==> src/common/debounce_pkg.sv <==
// debounce package: channel count, filter counter width, sync depth, channel and event types

`default_nettype none

package debounce_pkg;

   // ############################
   // sizes
   // ############################

   localparam int NUM_CH      = 4;   // input pins
   localparam int CNT_W       = 4;   // filter counter, 2^CNT_W-1 cycles window
   localparam int SYNC_STAGES = 2;   // flops per synchronizer chain

   // ############################
   // types
   // ############################

   // one bit per pin
   typedef logic [NUM_CH-1:0] ch_vec_t;

   // rise and fall per channel
   // used for pulses, sticky flags, clear strobes and enable mask
   typedef struct packed {
      ch_vec_t rise;   // 0->1 on clean level
      ch_vec_t fall;   // 1->0 on clean level
   } edge_evt_t;

endpackage

`default_nettype wire

==> src/hw/sync_stage.sv <==
// sync stage: pin vector synchronizer and filter reset synchronizer

`default_nettype none

module sync_stage (
   input  logic                 clk,
   input  logic                 nreset,      // async, active low
   input  debounce_pkg::ch_vec_t pins,       // raw switch pins
   output debounce_pkg::ch_vec_t pins_sync,  // pins in clk domain
   output logic                 filt_nreset  // reset for the filters, sync release
);

   // ############################
   // pin synchronizer
   // ############################

   // stage 0 samples the pins, last stage is the output
   logic [debounce_pkg::SYNC_STAGES-1:0][debounce_pkg::NUM_CH-1:0] pin_q;

   always_ff @(posedge clk or negedge nreset) begin
      if (!nreset) begin
         pin_q <= '0;
      end else begin
         pin_q <= {pin_q[debounce_pkg::SYNC_STAGES-2:0], pins}; // shift in
      end
   end

   assign pins_sync = pin_q[debounce_pkg::SYNC_STAGES-1];

   // ############################
   // reset synchronizer
   // ############################

   // asserts with nreset, releases after SYNC_STAGES edges
   logic [debounce_pkg::SYNC_STAGES-1:0] rst_q;

   always_ff @(posedge clk or negedge nreset) begin
      if (!nreset) begin
         rst_q <= '0;
      end else begin
         rst_q <= {rst_q[debounce_pkg::SYNC_STAGES-2:0], 1'b1}; // ones walk through
      end
   end

   assign filt_nreset = rst_q[debounce_pkg::SYNC_STAGES-1];

endmodule

`default_nettype wire

==> src/debounce/debounce_channel.sv <==
// debounce channel: change detector, saturating filter counter, clean output register

`default_nettype none

module debounce_channel (
   input  logic clk,
   input  logic nreset,       // async, active low
   input  logic filt_nreset,  // synchronized reset, reloads counter
   input  logic noisy,        // synced pin, still bouncing
   output logic clean         // debounced level
);

   // ############################
   // change detect
   // ############################

   logic                           prev;     // last synced sample
   logic                           change;   // input moved since last edge
   logic [debounce_pkg::CNT_W-1:0] cnt;      // cycles since last change
   logic                           carry;    // counter saturated, level stable

   always_ff @(posedge clk or negedge nreset) begin
      if (!nreset) begin
         prev <= 1'b0;
      end else begin
         prev <= noisy;
      end
   end

   assign change = noisy ^ prev;

   // ############################
   // filter counter
   // ############################

   assign carry = &cnt;   // all ones

   // any change restarts the window
   always_ff @(posedge clk or negedge nreset) begin
      if (!nreset) begin
         cnt <= '0;
      end else if (change || !filt_nreset) begin
         cnt <= '0;                    // reload
      end else if (!carry) begin
         cnt <= cnt + 1'b1;            // count up, hold at max
      end
   end

   // ############################
   // clean output
   // ############################

   // only sampled once the window has run out,
   // shorter bounces never reach here
   always_ff @(posedge clk or negedge nreset) begin
      if (!nreset) begin
         clean <= 1'b0;
      end else if (carry) begin
         clean <= prev;                // stable value
      end
   end

endmodule

`default_nettype wire

==> src/hw/edge_events.sv <==
// edge events: edge detect on clean levels, sticky rise and fall flags, masked interrupt

`default_nettype none

module edge_events (
   input  logic                    clk,
   input  logic                    nreset,      // async, active low
   input  debounce_pkg::ch_vec_t   clean,       // debounced levels
   input  debounce_pkg::edge_evt_t evt_clear,   // one-cycle clear strobe
   input  debounce_pkg::edge_evt_t evt_enable,  // irq mask
   output debounce_pkg::edge_evt_t evt_flags,   // sticky flags
   output logic                    irq          // any enabled flag
);

   // ############################
   // edge detect
   // ############################

   debounce_pkg::ch_vec_t   clean_q;     // clean one edge ago
   debounce_pkg::edge_evt_t evt_pulse;   // single-cycle edge pulses

   always_ff @(posedge clk or negedge nreset) begin
      if (!nreset) begin
         clean_q <= '0;
      end else begin
         clean_q <= clean;
      end
   end

   always_comb begin
      evt_pulse.rise = clean & ~clean_q;   // was 0, now 1
      evt_pulse.fall = ~clean & clean_q;   // was 1, now 0
   end

   // ############################
   // sticky flags
   // ############################

   // clear first, then set on top
   // so a new edge wins over a same-cycle clear
   always_ff @(posedge clk or negedge nreset) begin
      if (!nreset) begin
         evt_flags <= '0;
      end else begin
         evt_flags.rise <= (evt_flags.rise & ~evt_clear.rise) | evt_pulse.rise;
         evt_flags.fall <= (evt_flags.fall & ~evt_clear.fall) | evt_pulse.fall;
      end
   end

   // ############################
   // interrupt
   // ############################

   debounce_pkg::edge_evt_t evt_masked;   // flags that may raise irq

   always_comb begin
      evt_masked.rise = evt_flags.rise & evt_enable.rise;
      evt_masked.fall = evt_flags.fall & evt_enable.fall;
   end

   // plain level, stays up until software clears
   assign irq = |evt_masked;

endmodule

`default_nettype wire

==> src/hw/button_input_top.sv <==
// button input top: sync stage, per-pin debounce channels and edge event unit

`default_nettype none

module button_input_top (
   input  logic                    clk,
   input  logic                    nreset,      // async, active low
   input  debounce_pkg::ch_vec_t   pins,        // raw pins, async
   input  debounce_pkg::edge_evt_t evt_clear,   // flag clear strobe
   input  debounce_pkg::edge_evt_t evt_enable,  // irq mask
   output debounce_pkg::ch_vec_t   clean,       // debounced levels
   output debounce_pkg::edge_evt_t evt_flags,   // sticky edge flags
   output logic                    irq
);

   debounce_pkg::ch_vec_t pins_sync;    // pins in clk domain
   logic                  filt_nreset;  // reset for the filter counters

   // ############################
   // synchronizers
   // ############################

   sync_stage u_sync (
      .clk         (clk),
      .nreset      (nreset),
      .pins        (pins),
      .pins_sync   (pins_sync),
      .filt_nreset (filt_nreset)
   );

   // ############################
   // filters, one per pin
   // ############################

   for (genvar i = 0; i < debounce_pkg::NUM_CH; i++) begin : g_ch
      debounce_channel u_deb (
         .clk         (clk),
         .nreset      (nreset),
         .filt_nreset (filt_nreset),
         .noisy       (pins_sync[i]),
         .clean       (clean[i])
      );
   end

   // ############################
   // edge flags and irq
   // ############################

   edge_events u_evt (
      .clk        (clk),
      .nreset     (nreset),
      .clean      (clean),
      .evt_clear  (evt_clear),
      .evt_enable (evt_enable),
      .evt_flags  (evt_flags),
      .irq        (irq)
   );

endmodule

`default_nettype wire

==> config.mk <==
export PLATFORM = sky130hd
export DESIGN_NAME = button_input_top
export DESIGN_NICKNAME = d
export VERILOG_FILES = /design/src/common/debounce_pkg.sv /design/src/hw/sync_stage.sv /design/src/debounce/debounce_channel.sv /design/src/hw/edge_events.sv /design/src/hw/button_input_top.sv
export SDC_FILE = /design/constraint.sdc
export NUM_CORES = 1
export LEC_CHECK = 0
export ABC_AREA = 1
export BUFFER_PORTS_ARGS = -buffer_cell sky130_fd_sc_hd__buf_2
export CORE_MARGIN = 4
export CORE_UTILIZATION = 54
export CTS_CLUSTER_DIAMETER = 150
export DETAILED_ROUTE_END_ITERATION = 8
export GPL_ROUTABILITY_DRIVEN = 0
export PLACE_DENSITY_LB_ADDON = 0.15
export SYNTH_ARGS = -nofsm -noshare
export SYNTH_HDL_FRONTEND = slang
export SYNTH_SLANG_ARGS = --single-unit
==> constraint.sdc <==
create_clock -name clk -period 1.4 [get_ports clk]
set_input_delay 0.14 -clock clk [delete_from_list [all_inputs] [get_ports clk]]
set_output_delay 0.14 -clock clk [all_outputs]
set_load 0.02 [all_outputs]
==> results.yml <==
clock_network:
  clkTransAtPathRegs_ps: 120
  postCtsSetupRepairBufs: 0
  clock_latency_ps: 340
  htreeDepth: 2
  clockRootBuffer: "clkbuf_4"
  cts_num_sinks: 46
  tritoncts: "done"
  numCtsBuffers: 5
  cts.path.max_buffers: 2
yosys:
  synth.avg_cell_area_um2: 9.20
  synth_seq_area_share_pct: 61.3
  ys_ff_latch: 46
  synthesis.instances: 204
  synth_cell_type_count: 13
  yosysWarnings: 0
  syn_nets: 230
  syn_area_um2: 1880
routing:
  drc: 0
  viasPerCell: 4.75
  first_iter_violations: 50
  num_vias: 1434
  ant_nets: 0
  drt_first_pass_iters: 4
  wl_per_cell_um: 10.6
  wl_um: 3210
die:
  initial_utilization_pct: 56.2
  core_area_um2: 3340
  num_io_pins: 35
  die_width_um: 67.0
  die_h_um: 67.0
  rows: 21
  dieArea_um2: 4480
place:
  numPortBuffers: 34
  dpl.hpwl_um: 2260
hold_path:
  hold_path_class: "primary input to async pin"
power:
  power_uw: 2150
  vdd_drop_max_mv: 0.644
  sw_frac_of_total_pct: 22.0
  p_leak_uw: 0.00112
  powerDensity_nw_per_um2: 939
  p_seq_share_pct: 64.5
  p_int_uw: 1680
  clkPwrFrac_pct: 28.8
  netSwitchingPower_uw: 475
  combPwrFrac_pct: 6.7
cells_and_area:
  drive_above_1_share_pct: 19.9
  area_growth_pct: 22.3
  diodes: 0
  nets: 281
critical_path:
  crit_type: "flop to output port"
  path_cells: "nand2_1, nand2_1, a21oi_2, nand2_1, buf_6"
  ff2ff_path_depth: 4
  slowest_stage: "dfrtp_1"
  max_stage_delay_ps: 420
  cp_max_fo: 3
  reg2reg_slack_ps: 290
  cp-end-kind: "output port"
  startpoint_type: "flop"
  cp_data_required_time_ps: 1260
  cp.arrival_ps: 1230
  crit_top_cell: "nand2_1"
global_route:
  antenna_found_initial: 0
  grt_pass1_wl_um: 5420
  gr-usage-all-layers_pct: 16.0
  gr-total-overflow: 0
  grt_max_degree: 47
  grt_pass1_vias: 1312
timing:
  finalSetupViolations: 0
  final_hold_viol_count: 0
  skew_ps: 9.17
  whs_ps: 301
  final-max-slew-violation-count: 0
  fmax_mhz: 731
  rsz0062_at_grt: "true"
  finalCriticalPeriod_ps: 1370
  post-route-period-util_pct: 97.7
job:
  maxCapViolations: 0
outcome:
  status: "finished, final reports clean"
repair_timing:
action                                  CTS  global route
hold buffers                             13             0
resized for setup                         0             3
hold endpoints to repair                 58             0
endpoints found under the setup margin    0             1
flip-flops by register name, indices dropped and copies added, names as in the netlist:
register and count:
u_sync.pin_q 4, u_evt.evt_flags 8, u_sync.pins_sync 4, g_ch.u_deb.prev 4, g_ch.u_deb.cnt 16, g_ch.u_deb.clean 4, u_sync.rst_q 2, u_evt.clean_q 4
synth_stat cells:
| cell | number | area share [%] |
|---|---|---|
| buf_4 | 4 | 1.6 |
| o21ai_0 | 12 | 3.2 |
| nor2_1 | 9 | 1.8 |
| dfrtp_1 | 46 | 61 |
| nand2_1 | 58 | 12 |
| inv_1 | 28 | 5.6 |
| nand3_1 | 17 | 4.5 |
| nor2_2 | 4 | 1.3 |
| ha_1 | 4 | 2.7 |
| conb_1 | 1 | 0.20 |
| o22ai_1 | 4 | 1.3 |
| a21oi_1 | 13 | 3.5 |
| nand2_2 | 4 | 1.3 |
kinds of logic (layout without fill, tap and decap cells):
logic type                 count (synthesis)  count (layout)  synth area share [%]
and+or+nand+nor                           92              92                  20.6
DFF                                       46              46                  61.3
adders and majority gates                  4               4                  2.67
buffers and inverters                     32              84                  7.20
AOI/OAI and AO/OA                         29              29                  8.00
other                                      1               1                 0.200
cell usage in the layout, fill, tap and decap left out:
cell and instances:
o22ai_1 4, buf_2 33, nor2_2 4, dlygate4sd3_1 13, ha_1 4, o21ai_0 12
conb_1 1, inv_1 28, nand2_2 4, clkbuf_8 1, clkbuf_4 5, a21oi_1 12
buf_12 1, dfrtp_1 46, clkbuf_1 1, nor2_1 9, a21oi_2 1, clkinv_2 1
nand3_1 17, buf_6 1, nand2_1 58
routing by layer:
metal	wire length [um]	global-route usage (%)
met1	1530	19.2
met2	1450	27.5
met3	190	4.22
met4	40	6.08
met5	0	0
final cells by class:
| type | count | area [um^2] |
|---|---|---|
| timing repair buffer | 48 | 327 |
| inverter | 28 | 105 |
| clock inverter | 1 | 5.00 |
| multi-input combinational | 126 | 594 |
| tap | 46 | 57.6 |
| sequential | 46 | 1150 |
| fill | 259 | 1040 |
| clock buffer | 7 | 55.1 |
final timing paths:
check / from / endpoint
worst max-delay path: u_evt.evt_flags[3] / irq
worst min-delay path: nreset / u_evt.clean_q[3]
worst max register to register: g_ch[0].u_deb.cnt[0] / g_ch[0].u_deb.cnt[0]
worst min register to register: u_sync.pin_q[0] / u_sync.pins_sync[0]
max in group asynchronous: nreset / g_ch[0].u_deb.prev
min in group clk: u_sync.pin_q[0] / u_sync.pins_sync[0]
stage by stage:
stage	instance area (um^2)	utilization, %	setup TNS, ps	std cells	setup slack (ps)
4_1_cts	2280	68.5	0	302	30.8
3_3_place_gp	2090	62.8	0	281	316
3_5_place_dp	2090	62.8	0	281	305
6_report	2290	68.8	0	302	32.4
2_1_floorplan	1880	-	0	204	407
5_1_grt	2290	68.8	-35.0	302	-35.0
power by group through the flow:
stage / combinational, uW / sequential, uW / clock (uW)
finish: 144 / 1390 / 620
floorplan: 48.8 / 1410 / 0
detailed placement: 118 / 1420 / 0
CTS: 147 / 1390 / 654
global placement: 118 / 1410 / 0
global route: 166 / 1400 / 718
worst max-delay path: cells and delay by family (launching register included):
kind	cells	cell delay [ps]
compound gates	1	110
flops	1	420
simple gates	3	220
buf+inv	1	140
Power figures use the tool's default switching activity.
